File: src/ldqCfgPkg.sv
/*
  Size constants of the load-queue conflict tracker.
  Shared by the RTL and the testbench; import with ldqCfgPkg::*.
*/
`default_nettype none

package ldqCfgPkg;

  // even and odd line address bits
  localparam int ADDR_WIDTH = 12;

  // bank mask with the low banks in its low half
  localparam int BANK_COUNT = 8;
  localparam int BANK_HALF = 4;

  // low-byte mask
  localparam int BLOW_WIDTH = 4;

  // instruction index
  localparam int II_WIDTH = 6;

  localparam int ENTRY_COUNT = 8;
  localparam int LANE_COUNT = 2;

endpackage

`default_nettype wire

File: src/ldqTypesPkg.sv
/*
  Access, half-flag and entry-state types of the load queue.
  An access describes either a load held in the queue or a store being checked.
*/
`default_nettype none

package ldqTypesPkg;

  import ldqCfgPkg::*;

  // O or E picks the line and H or L the half
  typedef struct packed {
    logic isOH;
    logic isEH;
    logic isOL;
    logic isEL;
  } ldqHalves_t;

  typedef struct packed {
    logic [ADDR_WIDTH-1:0] addrE;
    logic [ADDR_WIDTH-1:0] addrO;
    logic [BANK_COUNT-1:0] banks;
    logic [BLOW_WIDTH-1:0] bLow;
    ldqHalves_t halves;
  } ldqAccess_t;

  typedef enum logic [1:0] {
    ENTRY_FREE,
    ENTRY_LIVE,
    // load was hit by an overlapping store
    ENTRY_CONFL
  } ldqEntryState_t;

endpackage

`default_nettype wire

File: src/ldqBusIf.sv
/*
  Internal buses of the load queue.
  ldqNewBus carries the two allocation lanes, ldqChkBus the two store-check lanes.
  The top level drives both through src; the entries and the allocator read dst.
*/
`timescale 1ns/1ps
`default_nettype none

interface ldqNewBus import ldqCfgPkg::*, ldqTypesPkg::*; ();

  ldqAccess_t access0;
  ldqAccess_t access1;
  logic [II_WIDTH-1:0] ii0;
  logic [II_WIDTH-1:0] ii1;
  logic en0;
  logic en1;
  logic thr0;
  logic thr1;

  modport src (
    output access0, access1, ii0, ii1, en0, en1, thr0, thr1
  );

  modport dst (
    input access0, access1, ii0, ii1, en0, en1, thr0, thr1
  );

endinterface

interface ldqChkBus import ldqTypesPkg::*; ();

  ldqAccess_t chk0;
  ldqAccess_t chk1;
  logic en0;
  logic en1;

  modport src (
    output chk0, chk1, en0, en1
  );

  modport dst (
    input chk0, chk1, en0, en1
  );

endinterface

`default_nettype wire

File: src/ldqConflCheck.sv
/*
  Overlap test of one held load against one store access.
  Purely combinational; used per entry and per allocation lane.
*/
`timescale 1ns/1ps
`default_nettype none

module ldqConflCheck import ldqCfgPkg::*, ldqTypesPkg::*; (
  input  ldqAccess_t held,
  input  ldqAccess_t chk,
  output logic       confl
);

  logic matchE;
  logic matchO;
  logic bankL;
  logic bankH;
  logic blowHit;
  logic oddHigh;
  logic oddLow;
  logic evenHigh;
  logic evenLow;

  assign matchE = held.addrE == chk.addrE;
  assign matchO = held.addrO == chk.addrO;

  // bank overlap per half of the mask
  assign bankL = |(held.banks[BANK_HALF-1:0] & chk.banks[BANK_HALF-1:0]);
  assign bankH = |(held.banks[BANK_COUNT-1:BANK_HALF] & chk.banks[BANK_COUNT-1:BANK_HALF]);

  assign blowHit = |(held.bLow & chk.bLow);

  // both sides must touch the same half of the same line
  assign oddHigh = held.halves.isOH & chk.halves.isOH & matchO & bankH;
  assign oddLow = held.halves.isOL & chk.halves.isOL & matchO & bankL;
  assign evenHigh = held.halves.isEH & chk.halves.isEH & matchE & bankH;
  assign evenLow = held.halves.isEL & chk.halves.isEL & matchE & bankL;

  assign confl = blowHit & (oddHigh | oddLow | evenHigh | evenLow);

endmodule

`default_nettype wire

File: src/ldqAlloc.sv
/*
  Free-entry selection for the two allocation lanes.
  Lane 0 takes the lowest free entry, lane 1 the highest; lane 0 wins a tie.
  Also flags a new load that already overlaps a store checked in the same cycle.
*/
`timescale 1ns/1ps
`default_nettype none

module ldqAlloc import ldqCfgPkg::*, ldqTypesPkg::*; (
  input  logic [ENTRY_COUNT-1:0] entryFree,
  ldqNewBus.dst                  newBus,
  ldqChkBus.dst                  chkBus,
  output logic [ENTRY_COUNT-1:0] sel0,
  output logic [ENTRY_COUNT-1:0] sel1,
  output logic                   newConfl0,
  output logic                   newConfl1,
  output logic                   full
);

  logic [ENTRY_COUNT-1:0] firstFree;
  logic [ENTRY_COUNT-1:0] lastFree;

  ldqAccess_t newAcc [LANE_COUNT];
  ldqAccess_t chkAcc [LANE_COUNT];
  logic [LANE_COUNT-1:0] chkEn;
  logic [LANE_COUNT-1:0] laneHit [LANE_COUNT];

  // isolate lowest set bit
  assign firstFree = entryFree & (~entryFree + ENTRY_COUNT'(1));

  always_comb begin
    lastFree = '0;
    for (int i = 0; i < ENTRY_COUNT; i++) begin
      if (entryFree[i]) begin
        lastFree = '0;
        lastFree[i] = 1'b1;
      end
    end
  end

  assign sel0 = firstFree & {ENTRY_COUNT{newBus.en0}};
  // single free entry goes to lane 0
  assign sel1 = lastFree & {ENTRY_COUNT{newBus.en1}} & ~sel0;

  assign full = ~|entryFree;

  assign newAcc[0] = newBus.access0;
  assign newAcc[1] = newBus.access1;
  assign chkAcc[0] = chkBus.chk0;
  assign chkAcc[1] = chkBus.chk1;
  assign chkEn = {chkBus.en1, chkBus.en0};

  // every new lane against every check lane
  for (genvar l = 0; l < LANE_COUNT; l++) begin : newLane
    for (genvar c = 0; c < LANE_COUNT; c++) begin : chkLane
      ldqConflCheck conflCheck (
        .held  (newAcc[l]),
        .chk   (chkAcc[c]),
        .confl (laneHit[l][c])
      );
    end
  end

  assign newConfl0 = |(laneHit[0] & chkEn);
  assign newConfl1 = |(laneHit[1] & chkEn);

endmodule

`default_nettype wire

File: src/ldqEntry.sv
/*
  One load-queue entry.
  Holds a load's access, index and thread, tracks whether a store hit it,
  and answers retire requests by instruction index.
*/
`timescale 1ns/1ps
`default_nettype none

module ldqEntry import ldqCfgPkg::*, ldqTypesPkg::*; (
  input  logic                clk,
  input  logic                rst,
  ldqNewBus.dst               newBus,
  ldqChkBus.dst               chkBus,
  input  logic                sel0,
  input  logic                sel1,
  input  logic                newConfl0,
  input  logic                newConfl1,
  input  logic [II_WIDTH-1:0] freeIi,
  input  logic                freeEn,
  input  logic                stall,
  input  logic                except,
  input  logic                exceptThread,
  output logic                busy,
  output logic                retireHit,
  output logic                retireConfl
);

  ldqAccess_t heldAccess;
  logic [II_WIDTH-1:0] heldIi;
  logic heldThr;
  ldqEntryState_t state;

  logic chkHit0;
  logic chkHit1;
  logic chkHit;
  logic flushHit;
  logic retireMatch;

  ldqConflCheck conflCheck0 (
    .held  (heldAccess),
    .chk   (chkBus.chk0),
    .confl (chkHit0)
  );

  ldqConflCheck conflCheck1 (
    .held  (heldAccess),
    .chk   (chkBus.chk1),
    .confl (chkHit1)
  );

  assign busy = state != ENTRY_FREE;

  // any enabled store lane overlapping this load
  assign chkHit = busy & ((chkHit0 & chkBus.en0) | (chkHit1 & chkBus.en1));

  assign flushHit = except & busy & (heldThr == exceptThread);

  // flush wins over a retire in the same cycle
  assign retireMatch = freeEn & ~stall & busy & ~flushHit & (freeIi == heldIi);

  assign retireHit = retireMatch;
  assign retireConfl = retireMatch & ((state == ENTRY_CONFL) | chkHit);

  always_ff @(posedge clk) begin
    if (rst) begin
      state <= ENTRY_FREE;
    end else if (flushHit) begin
      state <= ENTRY_FREE;
    end else if (sel0) begin
      state <= newConfl0 ? ENTRY_CONFL : ENTRY_LIVE;
    end else if (sel1) begin
      state <= newConfl1 ? ENTRY_CONFL : ENTRY_LIVE;
    end else if (retireMatch) begin
      state <= ENTRY_FREE;
    end else if (state == ENTRY_LIVE && chkHit && !stall) begin
      state <= ENTRY_CONFL;
    end
  end

  // payload only loads on allocation
  always_ff @(posedge clk) begin
    if (sel0) begin
      heldAccess <= newBus.access0;
      heldIi <= newBus.ii0;
      heldThr <= newBus.thr0;
    end else if (sel1) begin
      heldAccess <= newBus.access1;
      heldIi <= newBus.ii1;
      heldThr <= newBus.thr1;
    end
  end

endmodule

`default_nettype wire

File: src/ldqTop.sv
/*
  Load-queue conflict tracker, top level.
  Allocates up to two loads per cycle, marks loads hit by the two store-check
  lanes and reports each retire one cycle later on retireHit/retireConfl.
  full is a plain level from the current entry states.
*/
`timescale 1ns/1ps
`default_nettype none

module ldqTop import ldqCfgPkg::*, ldqTypesPkg::*; (
  input  logic                clk,
  input  logic                rst,
  input  logic                stall,
  input  logic                except,
  input  logic                exceptThread,

  input  ldqAccess_t          new0Access,
  input  ldqAccess_t          new1Access,
  input  logic [II_WIDTH-1:0] new0Ii,
  input  logic [II_WIDTH-1:0] new1Ii,
  input  logic                new0En,
  input  logic                new1En,
  input  logic                new0Thr,
  input  logic                new1Thr,

  input  ldqAccess_t          chk0Access,
  input  ldqAccess_t          chk1Access,
  input  logic                chk0En,
  input  logic                chk1En,

  input  logic [II_WIDTH-1:0] freeIi,
  input  logic                freeEn,

  output logic                retireHit,
  output logic                retireConfl,
  output logic                full
);

  ldqNewBus newBus ();
  ldqChkBus chkBus ();

  logic [ENTRY_COUNT-1:0] entryBusy;
  logic [ENTRY_COUNT-1:0] sel0;
  logic [ENTRY_COUNT-1:0] sel1;
  logic [ENTRY_COUNT-1:0] retireHitVec;
  logic [ENTRY_COUNT-1:0] retireConflVec;
  logic newConfl0;
  logic newConfl1;

  assign newBus.access0 = new0Access;
  assign newBus.access1 = new1Access;
  assign newBus.ii0 = new0Ii;
  assign newBus.ii1 = new1Ii;
  assign newBus.en0 = new0En;
  assign newBus.en1 = new1En;
  assign newBus.thr0 = new0Thr;
  assign newBus.thr1 = new1Thr;

  assign chkBus.chk0 = chk0Access;
  assign chkBus.chk1 = chk1Access;
  assign chkBus.en0 = chk0En;
  assign chkBus.en1 = chk1En;

  ldqAlloc allocUnit (
    .entryFree (~entryBusy),
    .newBus    (newBus),
    .chkBus    (chkBus),
    .sel0      (sel0),
    .sel1      (sel1),
    .newConfl0 (newConfl0),
    .newConfl1 (newConfl1),
    .full      (full)
  );

  for (genvar i = 0; i < ENTRY_COUNT; i++) begin : entryGen
    ldqEntry entry (
      .clk          (clk),
      .rst          (rst),
      .newBus       (newBus),
      .chkBus       (chkBus),
      .sel0         (sel0[i]),
      .sel1         (sel1[i]),
      .newConfl0    (newConfl0),
      .newConfl1    (newConfl1),
      .freeIi       (freeIi),
      .freeEn       (freeEn),
      .stall        (stall),
      .except       (except),
      .exceptThread (exceptThread),
      .busy         (entryBusy[i]),
      .retireHit    (retireHitVec[i]),
      .retireConfl  (retireConflVec[i])
    );
  end

  // at most one entry answers a given index
  always_ff @(posedge clk) begin
    if (rst) begin
      retireHit <= 1'b0;
      retireConfl <= 1'b0;
    end else begin
      retireHit <= |retireHitVec;
      retireConfl <= |retireConflVec;
    end
  end

endmodule

`default_nettype wire

File: config.mk
export PLATFORM = sky130hd
export DESIGN_NAME = ldqTop
export DESIGN_NICKNAME = d
export VERILOG_FILES = /design/src/ldqCfgPkg.sv /design/src/ldqTypesPkg.sv /design/src/ldqBusIf.sv /design/src/ldqConflCheck.sv /design/src/ldqAlloc.sv /design/src/ldqEntry.sv /design/src/ldqTop.sv
export SDC_FILE = /design/constraint.sdc
export NUM_CORES = 1
export LEC_CHECK = 0
export CORE_ASPECT_RATIO = 0.7
export CORE_MARGIN = 2
export CORE_UTILIZATION = 25
export DETAILED_ROUTE_END_ITERATION = 7
export DONT_BUFFER_PORTS = 1
export HOLD_SLACK_MARGIN = 0.06
export PLACE_DENSITY_LB_ADDON = 0.05
export SYNTH_ARGS = -nofsm -noshare
export SYNTH_HDL_FRONTEND = slang
export SYNTH_SLANG_ARGS = --single-unit
File: constraint.sdc
create_clock -name clk -period 3.94 [get_ports clk]
set_input_delay 0.394 -clock clk [delete_from_list [all_inputs] [get_ports clk]]
set_output_delay 0.394 -clock clk [all_outputs]
set_load 0.02 [all_outputs]
======== Yosys cells after proc, flatten, opt, wreduce, memory -nomap -nowiden ========
Cells that the tools add are included.
word-level totals
  bits of input ports ..................... 190
  register bits after elaboration ......... 394
  output and inout port bits .............. 3
  logic and storage cells ................. 855
cells by class
  mux-type cells .......................... 90
  reductions and logical operators ........ 115
  eq/ne operators ......................... 72
  add/subtract/negate cells ............... 1
  bitwise operators ....................... 487
operators with widths
  kind                                                  number
  two-way mux 40 bit                                    16
  equality test 12 bit                                  40
  AND 1 bit                                             333
  AND 4 bit                                             60
  OR reduction 4 bit                                    60
  two-way mux 6 bit                                     17
  bitwise OR 1 bit                                      76
  two-way mux 2 bit                                     35
  equality test 6 bit                                   8
  AND 8 bit                                             4
  nonzero test 2 bit                                    16
  nonzero test 4 bit                                    8
  NOT 8 bit                                             3
  OR reduction 8 bit                                    3
  OR reduction 2 bit                                    10
  two-way mux 1 bit                                     17
  equality test 2 x 1 -> 1 bit (second input constant)  8
  equality test 2 bit (second input constant)           8
  logical AND 1 bit                                     16
  NOT 1 bit                                             9
  adder 8 x 1 -> 8 bit (second input constant)          1
  equality test 1 bit                                   8
  two-way mux 8 bit                                     1
  two-way mux 7 bit                                     1
  5 further kinds                                       7

======== Longest topological paths before layout ========
  depth after elaboration ................. 16
  depth in mapped cells ................... 10
  depth with buffers taken out ............ 8

======== By module ========
From an unflattened synthesis, not the netlist that was laid out.
unflattened totals
  cell total of the unflattened synthesis .. 2,079
  area, all modules ....................... 25,425.6 µm²
modules (own cells, without submodules)
  module         cells an instance  area an instance (µm²)  times used  sequential area each (µm²)
  ldqEntry       131                2,235.9                 8           1,451.4
  ldqConflCheck  49                 357.8                   20          0.0
  ldqAlloc       35                 276.5                   1           0.0
  ldqTop         16                 105.1                   1           40.0

======== Worst setup path before layout ========
No wires, ideal clock.
  path kind ............................... reg2reg
  start point ............................. register entryGen[3].entry.state[0]
  end point ............................... register entryGen[6].entry.state[1]
  period minus slack after synthesis ...... 4.048 ns
  cell stages (with the launch flop) ...... 10
  required time ........................... 3.880 ns
  data arrival time ....................... 3.988 ns
  path buffers ............................ 1
  slack ................................... -0.108 ns
  setup time .............................. 0.060 ns
  cell sequence ........................... dfxtp_1 -> or2_2 -> clkbuf_1 -> nand4_1 -> nor2_1 -> nand2_1 -> a21oi_1 -> nor2_1 -> nand2_1 -> o2111a_1
between the ends
  word-level cells in the longest chain between the ends .. 10
  elaborated cells between the ends (all ways) .. 11
  those cells by class .................... add/sub (1); mux (2); bitwise (6); reduce/logical (2)
RTL lines
  element                 RTL line        RTL
  start, declared         ldqEntry.sv:31  ldqEntryState_t state;
  start signal, assigned  ldqEntry.sv:70  state <= newConfl0 ? ENTRY_CONFL : ENTRY_LIVE;
  start signal, assigned  ldqEntry.sv:72  state <= newConfl1 ? ENTRY_CONFL : ENTRY_LIVE;
  nonzero test 2 bit *    ldqEntry.sv:51  assign busy = state != ENTRY_FREE;
  NOT 8 bit *             ldqTop.sv:65    .entryFree (~entryBusy),
  NOT 8 bit *             ldqAlloc.sv:29  assign firstFree = entryFree & (~entryFree + ENTRY_COUNT'(1));
  adder 8 x 1 -> 8 bit *  ldqAlloc.sv:29
  AND 8 bit *             ldqAlloc.sv:29
  AND 8 bit *             ldqAlloc.sv:41  assign sel0 = firstFree & {ENTRY_COUNT{newBus.en0}};
  NOT 8 bit               ldqAlloc.sv:43  assign sel1 = lastFree & {ENTRY_COUNT{newBus.en1}} & ~sel0;
  AND 8 bit               ldqAlloc.sv:43
  two-way mux 2 bit       ldqEntry.sv:71  end else if (sel1) begin
  two-way mux 2 bit       ldqEntry.sv:69  end else if (sel0) begin
  end signal, assigned    ldqEntry.sv:70
  end signal, assigned    ldqEntry.sv:72
  end, declared           ldqEntry.sv:31
Mark *: on every way between the ends. The rest lies on a longest branch, timed or not.
A chain may end at the register's enable or synchronous reset.

======== Worst setup path in the final report ========
  start point ............................. register entryGen[0].entry.state[1]
  end point ............................... register entryGen[0].entry.state[1]
between the ends
  word-level cells in the longest chain between the ends .. 14
  elaborated cells between the ends (all ways) .. 32
  those cells by class .................... add/sub (1); eq/ne (1); mux (11); bitwise (14); reduce/logical (5)
RTL lines
  element                  RTL line        RTL
  start, declared          ldqEntry.sv:31
  start signal, assigned   ldqEntry.sv:70
  start signal, assigned   ldqEntry.sv:72
  nonzero test 2 bit       ldqEntry.sv:51
  NOT 8 bit                ldqTop.sv:65
  two-way mux 1 bit        ldqAlloc.sv:34  if (entryFree[i]) begin
  two-way mux 2 bit        ldqAlloc.sv:34
  two-way mux 3 bit        ldqAlloc.sv:34
  two-way mux 4 bit        ldqAlloc.sv:34
  two-way mux 5 bit        ldqAlloc.sv:34
  two-way mux 6 bit        ldqAlloc.sv:34
  two-way mux 7 bit        ldqAlloc.sv:34
  two-way mux 8 bit        ldqAlloc.sv:34
  AND 8 bit (2 in series)  ldqAlloc.sv:43
  two-way mux 2 bit        ldqEntry.sv:71
  two-way mux 2 bit        ldqEntry.sv:69
Several ways; a longest one is shown, not always the timed one.

==> results.py <==
metrics = {
    "place": {
        "dpl.hpwl_um": 93000,
        "portBuffers": 0,
        "place_area_mm2": 0.0270,
        "globalplace.congestion": 0.906,
    },
    "finish": {
        "final_common_cell": "nand2_1",
        "area_delta_synth_final_pct": 15.8,
        "n_fill_cell": 10400,
        "seqCellArea_mm2": 0.0117,
        "drive_gt1_share_pct": 14.6,
        "fin_nets": 2701,
        "multi_input_area_mm2": 0.0132,
        "design_area_mm2": 0.0300,
        "layout_common_cells": "531 x nand2_1, 514 x xnor2_1, 376 x edfxtp_1",
    },
    "critical_path": {
        "critPathTopFamily": "simple AND/OR/NAND/NOR gates",
        "critPathMaxStageDelay_ns": 0.61,
        "worstPathRequired_ns": 4.50,
        "start_kind": "register",
        "path_class": "reg2reg",
        "path_buf_inv": 1,
        "crit_chain": "or2_1, and3_4, nor4_1, nand4_1, o22ai_1, a21oi_1, a221o_1, a2111oi_2, dlygate4sd3_1",
        "end_kind": "register",
        "path_max_fanout": 9,
        "cp.arrival_ns": 4.22,
        "cp_slowest_cell": "nor4_1",
    },
    "timing": {
        "report.final.slew_viol_count": 0,
        "fmax_mhz": 273,
        "relSlewSlack_pct": 29.9,
        "rsz0062_at_grt": "false",
        "min_period_over_period_pct": 92.9,
        "hold_viol_final": 0,
        "setup_tns_ns": 0,
        "worst_slew_pin_slew_ns": 1.05,
        "fin_crit_ns": 3.66,
        "setup_viol": 0,
        "fin_skew_ns": 0.0504,
    },
    "drt": {
        "drtIter0Drc": 2678,
        "viasPerCell": 5.35,
        "final_antenna_net_count": 0,
        "dr_total_vias": 20900,
        "routed_wl_um": 138000,
        "drtPass1Iterations": 8,
        "drc_errors": 0,
        "wire_per_inst_um": 35.3,
    },
    "power_and_ir_drop": {
        "clockPowerShare_pct": 38.5,
        "vdd_drop_max_mv": 0.263,
        "p_sw_mw": 3.57,
        "switching_share_pct": 29.6,
        "p_per_area_mw_per_mm2": 403,
        "p_leak_nw": 9.60,
        "p_total_mw": 12.1,
        "comb_power_share_pct": 18.6,
        "seq_power_share_pct": 42.9,
        "internal-power_mw": 8.50,
    },
    "cts": {
        "cts_max_level": 2,
        "worstSkewPairLatency_ns": 0.66,
        "cts_made_buffers": 49,
        "cts.path.max_buffers": 3,
        "path_clk_slew_ns": 0.06,
        "cts_sinks": 394,
        "root_buffer": "clkbuf_16",
        "cts_tree": "done",
        "cts_resized": 0,
    },
    "global_route": {
        "first_global_vias": 20100,
        "antenna_found_initial": 16,
        "gr-total-overflow": 0,
        "grt_max_degree": 50,
        "track_usage_pct": 25.4,
        "grt_pass1_wl_um": 186000,
    },
    "synth": {
        "syn_inst": 2505,
        "synth-edff-count": 376,
        "ys_seq_area_share_pct": 45.0,
        "syn_nets": 2695,
        "syn_avg_cell_area_um2": 10.3,
        "ys.flop_type": "edfxtp_1",
        "ys_async_sr_fraction_pct": 0,
        "syn_area_mm2": 0.0259,
        "yosys_warnings": 0,
        "yosys.cell_types.count": 50,
        "ys_ff_latch": 394,
    },
    "floorplan": {
        "die_w_um": 389,
        "top_level_ports": 193,
        "die-area_mm2": 0.106,
        "rows": 98,
        "coreArea_mm2": 0.102,
        "initial_utilization_pct": 25.3,
        "fp.dieH_um": 273,
    },
    "worst_hold_path": {
        "hp-class": "in2reg",
    },
    "job": {
        "max_cap_violations": 0,
    },
    "outcome": {
        "status": "finished, final reports clean",
    },
}
==> path summary, 6_finish.rpt <==
path                                    from                         end  slack (ns)  depth (start not counted)
setup / recovery  entryGen[0].entry.state[1]  entryGen[0].entry.state[1]        0.28                          9
hold / removal                         stall  entryGen[5].entry.state[0]        0.11                          4
setup reg to reg  entryGen[0].entry.state[1]  entryGen[0].entry.state[1]        0.28                          9
hold reg to reg   entryGen[7].entry.state[1]  entryGen[7].entry.state[1]        0.56                          1
==> registers in the layout, summed over array words and instances (netlist names) <==
name                       cells
retireConfl                    1
retireHit                      1
entryGen.entry.state          16
entryGen.entry.heldThr         8
entryGen.entry.heldAccess    320
entryGen.entry.heldIi         48
==> cells by family (layout without fill, tap and decap cells) <==
| family | after synthesis | in the layout | share of synthesized area, % |
|---|---|---|---|
| other cells | 0 | 7 | 0 |
| compound gates | 238 | 238 | 6.71 |
| simple gates | 856 | 856 | 15.1 |
| xor+xnor | 536 | 536 | 18.2 |
| mux | 235 | 235 | 10.2 |
| flops | 394 | 394 | 45.0 |
| buf+inv | 246 | 288 | 4.77 |
==> power groups by stage <==
stage / clock network (mW) / registers [mW] / logic, mW
3_5_place_dp: 0 / 5.26 / 1.93
4_1_cts: 4.76 / 5.17 / 2.24
6_report: 4.65 / 5.18 / 2.25
3_3_place_gp: 0 / 5.26 / 1.93
5_1_grt: 4.89 / 5.21 / 2.39
2_1_floorplan: 0 / 5.22 / 1.48
==> metal layers <==
metal,track usage (%),wire length [um],vias to the layer above
met2,36.2,55400,984
met3,6.35,13200,117
li1,-,-,8952
met4,3.79,1960,2
met5,0,13,-
met1,38.9,67000,10800
==> through the flow <==
stage                     std cells  hold WS [ns]  util, %  setup slack [ns]
final                          3904         0.113     29.3             0.279
after global routing           3900         0.137     29.3             0.144
after CTS                      3897        0.0696     29.3             0.330
after detailed placement       3665         0.471     26.3             0.749
after global placement         3665         0.470     26.3             0.852
after floorplan                2505         0.470        -            0.0881
==> area by class of cell <==
class	count	area share, %
well taps	1350	5.64
inverters	17	0.213
diodes	7	0.0584
repair buffers	184	6.20
clock inverters	25	0.889
flip-flops and latches	394	38.9
multi-input cells	1865	43.9
clock buffers	62	4.25
==> repair_timing <==
item,4_1_cts,5_1_grt
buffers inserted,0,0
hold endpoints to repair,394,0
hold buffers,145,0
==> synth_stat cells, drive strengths merged, types with 4 or more instances <==
| master | n | area [um2] |
|---|---|---|
| a21oi | 28 | 140 |
| a221oi | 19 | 166 |
| a22o | 8 | 70.1 |
| a22oi | 108 | 816 |
| a31oi | 8 | 50.1 |
| and3 | 9 | 61.3 |
| buf | 139 | 830 |
| clkbuf | 90 | 340 |
| dfxtp | 18 | 360 |
| edfxtp | 376 | 11300 |
| inv | 17 | 63.8 |
| mux2 | 235 | 2650 |
| nand2 | 534 | 2000 |
| nand2b | 5 | 31.3 |
| nand3 | 14 | 70.1 |
| nand4 | 137 | 857 |
| nor2 | 42 | 158 |
| nor3 | 18 | 90.1 |
| nor4 | 80 | 519 |
| o2111a | 4 | 45.0 |
| o211ai | 24 | 180 |
| o21ai | 20 | 100 |
| o22ai | 5 | 37.5 |
| or2 | 7 | 43.8 |
| or4 | 4 | 30.0 |
| xnor2 | 516 | 4530 |
| xor2 | 20 | 175 |
==> worst reg2reg max path: stages (launching register included) <==
cell and delay (ns):
dfxtp_1 0.33, or2_1 0.39, and3_4 0.26, nor4_1 0.61, nand4_1 0.33, o22ai_1 0.31, a21oi_1 0.08, a221o_1 0.33
a2111oi_2 0.37, dlygate4sd3_1 0.59
Note: power is estimated with default switching activity, not from simulation.
